$ cat src/keypad_pkg.sv
`default_nettype none

package keypad_pkg;

  // Row nibble in [7:4], column nibble in [3:0]
  // Both one-hot, row 0 and column 0 on bit 3 of their nibble
  typedef logic [7:0] key_code_t;
  typedef logic [7:0] ascii_t;

  // Multi-tap position, DONE lasts one cycle after submit
  typedef enum logic [2:0] {
    INIT = 3'd0,
    S0   = 3'd1,
    S1   = 3'd2,
    S2   = 3'd3,
    S3   = 3'd4,
    DONE = 3'd5
  } tap_state_t;

  // Control keys
  localparam key_code_t KEY_SUBMIT_LETTER = 8'b0001_1000;
  localparam key_code_t KEY_CLEAR         = 8'b0001_0100;
  localparam key_code_t KEY_SUBMIT_WORD   = 8'b0001_0010;
  localparam key_code_t KEY_GAME_END      = 8'b0010_0001;

  // Letter keys with four letters
  localparam key_code_t KEY_7 = 8'b0010_1000;
  localparam key_code_t KEY_9 = 8'b0010_0010;

  // Keys with no function
  localparam key_code_t KEY_1 = 8'b1000_1000;
  localparam key_code_t KEY_A = 8'b1000_0001;
  localparam key_code_t KEY_B = 8'b0100_0001;
  localparam key_code_t KEY_D = 8'b0001_0001;

  // ASCII letter for a key at a given tap position
  function automatic ascii_t letter_for(key_code_t key, tap_state_t tap);
    ascii_t base;
    ascii_t offset;
    case (key)
      8'b1000_0100: base = 8'd65;
      8'b1000_0010: base = 8'd68;
      8'b0100_1000: base = 8'd71;
      8'b0100_0100: base = 8'd74;
      8'b0100_0010: base = 8'd77;
      KEY_7:        base = 8'd80;
      8'b0010_0100: base = 8'd84;
      KEY_9:        base = 8'd87;
      default:      base = 8'd0;
    endcase
    case (tap)
      S1:      offset = 8'd1;
      S2:      offset = 8'd2;
      S3:      offset = 8'd3;
      default: offset = 8'd0;
    endcase
    // Non-letter codes stay at zero
    return (base == 8'd0) ? 8'd0 : base + offset;
  endfunction

endpackage

`default_nettype wire

$ cat src/letter_if.sv
`timescale 1ns/10ps
`default_nettype none

interface letter_if;

  // One-cycle pulse, letter valid on data
  logic                ready;
  // Preview letter, submitted letter while ready is high
  keypad_pkg::ascii_t  data;
  // Finish the current word
  logic                word_submit;
  // Discard the word and end the game
  logic                game_end;

  modport producer (
    output ready,
    output data,
    output word_submit,
    output game_end
  );

  modport consumer (
    input ready,
    input data,
    input word_submit,
    input game_end
  );

endinterface

`default_nettype wire

$ cat src/keypad_scanner.sv
`timescale 1ns/10ps
`default_nettype none

module keypad_scanner #(
  parameter int SCAN_DWELL     = 4,
  parameter int DEBOUNCE_SCANS = 2
) (
  input  logic                  clk,
  input  logic                  nRst,
  input  logic [3:0]            row,
  output logic [3:0]            col,
  output keypad_pkg::key_code_t cur_key,
  output logic                  strobe
);

  localparam int DW = (SCAN_DWELL > 1) ? $clog2(SCAN_DWELL) : 1;
  localparam int CW = $clog2(DEBOUNCE_SCANS + 1);
  localparam logic [DW-1:0] DWELL_LAST = DW'(SCAN_DWELL - 1);
  localparam logic [CW-1:0] DEB_LAST   = CW'(DEBOUNCE_SCANS - 1);

  logic [DW-1:0]         dwell_cnt;
  logic [CW-1:0]         press_cnt;
  logic [CW-1:0]         rel_cnt;
  logic [CW-1:0]         agree;
  keypad_pkg::key_code_t cand_key;
  keypad_pkg::key_code_t key_seen;
  logic                  held;
  logic                  sample;
  logic                  row_single;

  // Row settles over the dwell, sample at its end
  assign sample = (dwell_cnt == DWELL_LAST);

  // Exactly one row bit, two keys in one column are ignored
  assign row_single = (row != 4'b0000) && ((row & (row - 4'b0001)) == 4'b0000);

  assign key_seen = {row, col};

  // Agreement count so far for this key, zero if it is a new one
  assign agree = (key_seen == cand_key) ? press_cnt : '0;

  always_ff @(posedge clk or negedge nRst) begin
    if (!nRst) begin
      dwell_cnt <= '0;
      col       <= 4'b1000;
      press_cnt <= '0;
      rel_cnt   <= '0;
      cand_key  <= '0;
      held      <= 1'b0;
      cur_key   <= '0;
      strobe    <= 1'b0;
    end else begin
      strobe    <= 1'b0;
      dwell_cnt <= sample ? '0 : dwell_cnt + 1'b1;
      if (!held) begin
        if (sample) begin
          if (row_single && (agree == DEB_LAST)) begin
            // Press accepted, freeze on this column
            held      <= 1'b1;
            cur_key   <= key_seen;
            strobe    <= 1'b1;
            press_cnt <= '0;
            rel_cnt   <= '0;
            cand_key  <= '0;
          end else begin
            if (row_single) begin
              cand_key  <= key_seen;
              press_cnt <= agree + 1'b1;
            end else if (col == cand_key[3:0]) begin
              // Candidate column went quiet
              cand_key  <= '0;
              press_cnt <= '0;
            end
            // Next column, bit 3 is column 0
            col <= {col[0], col[3:1]};
          end
        end
      end else if (sample) begin
        if (row == 4'b0000) begin
          if (rel_cnt == DEB_LAST) begin
            // Release accepted, resume scanning
            held    <= 1'b0;
            cur_key <= '0;
            rel_cnt <= '0;
            col     <= {col[0], col[3:1]};
          end else begin
            rel_cnt <= rel_cnt + 1'b1;
          end
        end else begin
          // Bounce while held
          rel_cnt <= '0;
        end
      end
    end
  end

endmodule

`default_nettype wire

$ cat src/keypad_fsm.sv
`timescale 1ns/10ps
`default_nettype none

module keypad_fsm (
  input  logic                  clk,
  input  logic                  nRst,
  input  keypad_pkg::key_code_t cur_key,
  input  logic                  strobe,
  letter_if.producer            letter
);

  keypad_pkg::tap_state_t state;
  keypad_pkg::tap_state_t next_state;
  keypad_pkg::key_code_t  prev_key;
  keypad_pkg::key_code_t  next_prev;
  keypad_pkg::ascii_t     cur_letter;
  keypad_pkg::ascii_t     next_letter;
  logic                   ready_q;
  logic                   is_letter;
  logic                   four_letter;

  // Keys 2 to 9 map to a nonzero letter
  assign is_letter = (keypad_pkg::letter_for(cur_key, keypad_pkg::S0) != 8'd0);

  // PQRS and WXYZ
  assign four_letter = (cur_key == keypad_pkg::KEY_7) || (cur_key == keypad_pkg::KEY_9);

  assign letter.ready = ready_q;
  assign letter.data  = cur_letter;

  // Word events act in the strobe cycle only
  assign letter.word_submit = strobe && (cur_key == keypad_pkg::KEY_SUBMIT_WORD);
  assign letter.game_end    = strobe && (cur_key == keypad_pkg::KEY_GAME_END);

  always_comb begin
    next_state  = state;
    next_letter = cur_letter;
    next_prev   = prev_key;

    if (state == keypad_pkg::DONE) begin
      // Letter went out last cycle
      next_state  = keypad_pkg::INIT;
      next_letter = 8'd0;
    end else if (strobe) begin
      case (cur_key)
        keypad_pkg::KEY_SUBMIT_LETTER: begin
          // Nothing to submit before the first tap
          if (state != keypad_pkg::INIT) begin
            next_state = keypad_pkg::DONE;
          end
        end
        keypad_pkg::KEY_CLEAR,
        keypad_pkg::KEY_SUBMIT_WORD,
        keypad_pkg::KEY_GAME_END: begin
          next_state  = keypad_pkg::INIT;
          next_letter = 8'd0;
        end
        keypad_pkg::KEY_1,
        keypad_pkg::KEY_A,
        keypad_pkg::KEY_B,
        keypad_pkg::KEY_D: begin
          // Unused keys
          next_state = state;
        end
        default: begin
          if (is_letter) begin
            if (cur_key == prev_key) begin
              // Same key again, step through its letters
              case (state)
                keypad_pkg::S0: next_state = keypad_pkg::S1;
                keypad_pkg::S1: next_state = keypad_pkg::S2;
                keypad_pkg::S2: begin
                  next_state = four_letter ? keypad_pkg::S3 : keypad_pkg::S0;
                end
                keypad_pkg::S3: next_state = keypad_pkg::S0;
                default:        next_state = keypad_pkg::S0;
              endcase
            end else begin
              // New key starts on its first letter
              next_state = keypad_pkg::S0;
            end
            next_prev   = cur_key;
            next_letter = keypad_pkg::letter_for(cur_key, next_state);
          end
        end
      endcase
    end
  end

  always_ff @(posedge clk or negedge nRst) begin
    if (!nRst) begin
      state      <= keypad_pkg::INIT;
      prev_key   <= '0;
      cur_letter <= '0;
      ready_q    <= 1'b0;
    end else begin
      state      <= next_state;
      prev_key   <= next_prev;
      cur_letter <= next_letter;
      // Pulse together with entry to DONE
      ready_q    <= (next_state == keypad_pkg::DONE);
    end
  end

endmodule

`default_nettype wire

$ cat src/word_buffer.sv
`timescale 1ns/10ps
`default_nettype none

module word_buffer #(
  parameter int MAX_LEN = 8
) (
  input  logic                          clk,
  input  logic                          nRst,
  letter_if.consumer                    letter,
  output logic                          word_valid,
  output logic [MAX_LEN*8-1:0]          word,
  output logic [$clog2(MAX_LEN+1)-1:0]  word_len,
  output logic                          game_over
);

  localparam int LW = $clog2(MAX_LEN + 1);
  localparam logic [LW-1:0] LEN_FULL = LW'(MAX_LEN);

  // Letters collected so far, letter 0 in the low byte
  logic [MAX_LEN*8-1:0] acc;
  logic [LW-1:0]        count;
  logic                 has_room;

  assign has_room = (count < LEN_FULL);

  always_ff @(posedge clk or negedge nRst) begin
    if (!nRst) begin
      acc        <= '0;
      count      <= '0;
      word       <= '0;
      word_len   <= '0;
      word_valid <= 1'b0;
      game_over  <= 1'b0;
    end else begin
      word_valid <= 1'b0;
      game_over  <= 1'b0;
      if (letter.word_submit) begin
        // Present the finished word, start a new one
        word       <= acc;
        word_len   <= count;
        word_valid <= 1'b1;
        acc        <= '0;
        count      <= '0;
      end else if (letter.game_end) begin
        // Partial word is discarded
        game_over  <= 1'b1;
        acc        <= '0;
        count      <= '0;
      end else if (letter.ready && has_room) begin
        acc[count*8 +: 8] <= letter.data;
        count             <= count + 1'b1;
      end
      // Full buffer drops further letters
    end
  end

endmodule

`default_nettype wire

$ cat src/keypad_word_top.sv
`timescale 1ns/10ps
`default_nettype none

module keypad_word_top #(
  parameter int SCAN_DWELL     = 4,
  parameter int DEBOUNCE_SCANS = 2,
  parameter int MAX_LEN        = 8
) (
  input  logic                          clk,
  input  logic                          nRst,
  input  logic [3:0]                    row,
  output logic [3:0]                    col,
  output keypad_pkg::ascii_t            preview,
  output logic                          letter_valid,
  output keypad_pkg::ascii_t            letter,
  output logic                          word_valid,
  output logic [MAX_LEN*8-1:0]          word,
  output logic [$clog2(MAX_LEN+1)-1:0]  word_len,
  output logic                          game_over
);

  keypad_pkg::key_code_t cur_key;
  logic                  strobe;

  // Letter and word events to the buffer
  letter_if letter_bus ();

  keypad_scanner #(
    .SCAN_DWELL     (SCAN_DWELL),
    .DEBOUNCE_SCANS (DEBOUNCE_SCANS)
  ) u_scanner (
    .clk     (clk),
    .nRst    (nRst),
    .row     (row),
    .col     (col),
    .cur_key (cur_key),
    .strobe  (strobe)
  );

  keypad_fsm u_fsm (
    .clk     (clk),
    .nRst    (nRst),
    .cur_key (cur_key),
    .strobe  (strobe),
    .letter  (letter_bus.producer)
  );

  word_buffer #(
    .MAX_LEN (MAX_LEN)
  ) u_buffer (
    .clk        (clk),
    .nRst       (nRst),
    .letter     (letter_bus.consumer),
    .word_valid (word_valid),
    .word       (word),
    .word_len   (word_len),
    .game_over  (game_over)
  );

  // Preview and submitted letter share the same register
  assign preview      = letter_bus.data;
  assign letter       = letter_bus.data;
  assign letter_valid = letter_bus.ready;

endmodule

`default_nettype wire

$ cat config.mk
export PLATFORM = sky130hd
export DESIGN_NAME = keypad_word_top
export DESIGN_NICKNAME = d
export VERILOG_FILES = /design/src/keypad_pkg.sv /design/src/letter_if.sv /design/src/keypad_scanner.sv /design/src/keypad_fsm.sv /design/src/word_buffer.sv /design/src/keypad_word_top.sv
export SDC_FILE = /design/constraint.sdc
export NUM_CORES = 1
export LEC_CHECK = 0
export BUFFER_PORTS_ARGS = -buffer_cell sky130_fd_sc_hd__buf_4
export CORE_MARGIN = 5
export CORE_UTILIZATION = 44
export CTS_BUF_LIST = sky130_fd_sc_hd__clkbuf_4
export CTS_CLUSTER_SIZE = 12
export DETAILED_ROUTE_END_ITERATION = 8
export MAX_ROUTING_LAYER = met4
export PLACE_DENSITY_LB_ADDON = 0.2
export SKIP_LAST_GASP = 1
export SYNTH_ARGS = -nofsm -noshare
export SYNTH_HDL_FRONTEND = slang
export SYNTH_SLANG_ARGS = --single-unit
$ cat constraint.sdc
create_clock -name clk -period 2.2 [get_ports clk]
set_input_delay 0 -clock clk [delete_from_list [all_inputs] [get_ports clk]]
set_output_delay 0 -clock clk [all_outputs]
set_load 0.02 [all_outputs]
==> reports/results.tsv <==
metric	value	unit
cpPeakStageDelay	480	ps
seq_area_frac_synth	54.29	%
syn_avg_cell_area	9.585	sq um
crit_path_start	u_scanner.cur_key[6]$_DFFE_PN0P_	
synth_edf_count	0	
nets	961	
worst_slack	-16.65	ps
start_util	44.90	%
setup_violations	4	
grt_pass1_vias	6068	
clkPwrFrac	35.0	%
cp.required	2670	ps
use_met1	24.81	%
critPathKind	reg -> reg	
finalClockSkew	19.98	ps
grt_pass1_wl	30.80	mm
grt_max_degree	61	
yosys-top-cells-count	231 x nand2_1, 168 x dfrtp_1, 62 x nor2_1	
yosysTopAreaCell	dfrtp_1	
hold_viol_final	0	
fin_crit	2217	ps
dieArea	20470	sq um
clock_latency	580	ps
path_delay_family	adder cells	
remaining_drc_errors	0	
track_usage	19.51	%
grt_util_met3	3.751	%
ff2ff_setup_slack	-20	ps
tns	-41.31	ps
crit_buf_inv	2	
switchingPower	1255	uW
p_total	5366	uW
hp-class	in -> reg	
fin_crit_sh	100.8	%
first_pass_iters	5	
ant_nets	0	
chipHeight	143.1	microns
syn_area	7792	sq um
async_flop_share	100.0	%
via_count	6077	
path_cells	buf_4 -> buf_4 -> nor4b_4 -> nand4b_1 -> o21ai_1 -> ha_4 -> fa_1 -> a22o_1	
seqPwrFrac	59.1	%
reg2reg_from	u_scanner.cur_key[6]$_DFFE_PN0P_	
antenna_found_initial	1	
place_hpwl	12.95	mm
pre_cts_ws	-63.86	ps
drv_cap	0	
port_buffers	86	
comb_power_share	5.9	%
gr-total-overflow	0	
drv_slew	0	
path_clk_slew	130	ps
worst_path_most_repeated_cell	buf_4	
synth_ff_type	dfrtp_1	
postSynthCellCount	813	
synth_area_leaders	dfrtp_1 54%, nand2_1 11%, a21oi_1 3.1%	
cp_data_arrival_time	2680	ps
holdWs	246.8	ps
fillCellCount	1600	
grt_setup_unrepaired	yes	
clock.fmax	451.1	MHz
synth_top_area_share	53.95	%
start_kind	flip-flop	
min-delay-start	row[2]	
die_x	143.1	microns
synth-seq-cells	169	
cts_buffers	17	
p_leak	0.004872	uW
p_sw_share	23.39	%
synth_most_common_cell	nand2_1	
synth-warning-count	0	
clock_sinks	169	
final_util	55.28	%
avgViaCountPerCell	5.128	
critPathSlowestCell	dfrtp_2	
power_density	559.3	nW/um^2
dr.first_iter.drc_count	255	
drive_above_1_share	26.49	%
clk_path_buf_depth	2	
htree_levels	4	
cts_root_buffer	clkbuf_4	
violations	negative setup slack	
fp-row-count	48	
grt_busiest_layer	met2	
postRouteWirelength	18.49	mm
grt_use_met2	31.80	%
ir_drop	0.3154	mV
p_int	4111	uW
ys_types	61	
gp_routability_congestion	0.9488	
outcome	finished with violations	
pin_count	97	
cts_tree	done	
worstSetupEndpointType	flip-flop	
critPathMaxFanout	5	
core	17360	sq um
area_growth	23.12	%
post_drt_wl_per_cell	15.60	microns
[sequential cells by signal (all words and copies together), names as in the netlist]
register             cells
u_buffer.acc            56
u_buffer.count           4
u_buffer.game_over       1
u_buffer.word           56
u_buffer.word_len        4
u_buffer.word_valid      1
u_fsm.letter.data        7
u_fsm.letter.ready       1
u_fsm.prev_key           8
u_fsm.state              3
u_scanner.cand_key       8
u_scanner.col            4
u_scanner.cur_key        8
u_scanner.dwell_cnt      2
u_scanner.held           1
u_scanner.press_cnt      2
u_scanner.rel_cnt        2
u_scanner.strobe         1
[through the flow]
stage | instance area [sq um] | std cells
floorplan | 7838 | 822
global placement | 8976 | 1137
global route | 9594 | 1185
finish | 9594 | 1185
CTS | 9439 | 1181
detailed placement | 8976 | 1137
[repair_timing]
action | CTS | global route
setup endpoints to repair | 12 | 90
hold buffers | 8 | 0
pin swaps | 5 | 18
buffers inserted | 4 | 3
cloned | 0 | 0
hold endpoints to repair | 182 | 0
gates resized for setup | 10 | 35
[worst min-delay path, cell delays in order]
cell and delay, ps:
dlygate4sd3_1 520, buf_4 140, a22o_1 130
[power groups by stage]
| stage | clock (uW) | sequential [uW] | combinational, uW |
|---|---|---|---|
| final | 1880 | 3170 | 318 |
| after detailed placement | 0 | 3220 | 276 |
| after global routing | 2070 | 3180 | 353 |
| after global placement | 0 | 3220 | 274 |
| after floorplan | 0 | 3210 | 174 |
| after CTS | 1940 | 3170 | 312 |
[layout by cell type, fill, tap and decap left out, types with 3 or more instances in the layout]
| cell type | netlist | routed |
|---|---|---|
| mux2i_1 | 8 | 8 |
| or2_2 | 9 | 9 |
| dfrtp_2 | 0 | 7 |
| o21ai_1 | 2 | 4 |
| mux2_2 | 8 | 4 |
| nor3_4 | 1 | 3 |
| a21o_1 | 4 | 4 |
| xor2_1 | 9 | 9 |
| nor2_1 | 62 | 62 |
| o31ai_1 | 3 | 3 |
| nor3_1 | 22 | 19 |
| nand2_2 | 0 | 5 |
| bufinv_16 | 0 | 3 |
| inv_1 | 15 | 13 |
| nand2_1 | 231 | 226 |
| xnor2_1 | 19 | 17 |
| ha_1 | 8 | 6 |
| buf_4 | 20 | 147 |
| mux2_4 | 0 | 4 |
| clkbuf_4 | 0 | 22 |
| buf_6 | 3 | 3 |
| dlygate4sd3_1 | 0 | 7 |
| a21oi_1 | 49 | 48 |
| buf_12 | 0 | 5 |
| nand3_2 | 1 | 3 |
| and3_1 | 5 | 4 |
| nand2b_1 | 5 | 5 |
| nand4_1 | 16 | 16 |
| xnor2_2 | 1 | 3 |
| nand3b_1 | 3 | 3 |
| o21ai_0 | 18 | 15 |
| dfrtp_1 | 168 | 161 |
| nor4_1 | 4 | 3 |
| a22o_1 | 20 | 20 |
| nor4b_4 | 3 | 5 |
| nand3_1 | 15 | 13 |
| clkinvlp_4 | 0 | 3 |
| conb_1 | 1 | 10 |
[path summary, 6_finish.rpt]
| kind | endpoint | cells after the start |
|---|---|---|
| setup / recovery | u_fsm.letter.data[1]$_DFFE_PN0P_ | 8 |
| max in group asynchronous | u_buffer.count[0]$_DFFE_PN0P_ | 4 |
| min in group asynchronous | u_scanner.col[3]$_DFFE_PN1P_ | 3 |
| setup reg to reg | u_fsm.letter.data[1]$_DFFE_PN0P_ | 8 |
| hold / removal | u_scanner.cand_key[6]$_DFFE_PN0P_ | 3 |
| hold reg to reg | u_scanner.dwell_cnt[0]$_DFF_PN0_ | 1 |
[area by class of cell]
cell class	count	area (sq um)	share of cell area, %
Sequential cell	169	4239	44.18
Multi-Input combinational cell	579	3377	35.20
Timing Repair Buffer	164	1340	13.97
Tap cell	225	281.5	2.934
Clock buffer	22	165.2	1.721
Clock inverter	10	130.1	1.356
Inverter	15	58.81	0.6129
Antenna cell	1	2.502	0.02608
[logic make-up after synthesis]
| kind of cell | Yosys count | share of synthesized area [%] |
|---|---|---|
| and+or+nand+nor | 394 | 23.44 |
| other | 1 | 0.04812 |
| buffers and inverters | 74 | 5.025 |
| DFF | 169 | 54.29 |
| xor gates and xnor gates | 29 | 3.356 |
| AOI/OAI and AO/OA | 121 | 10.12 |
| muxes | 16 | 2.184 |
| adders and majority gates | 9 | 1.541 |
[layer usage]
layer / part of all wire, % / vias to the layer above
li1: - / 2982
met3: 4.0 / 31
met5: 0 / -
met2: 50 / 108
met4: 1.9 / 0
met1: 44 / 2956
No activity file was read; power rests on OpenSTA's default activity.
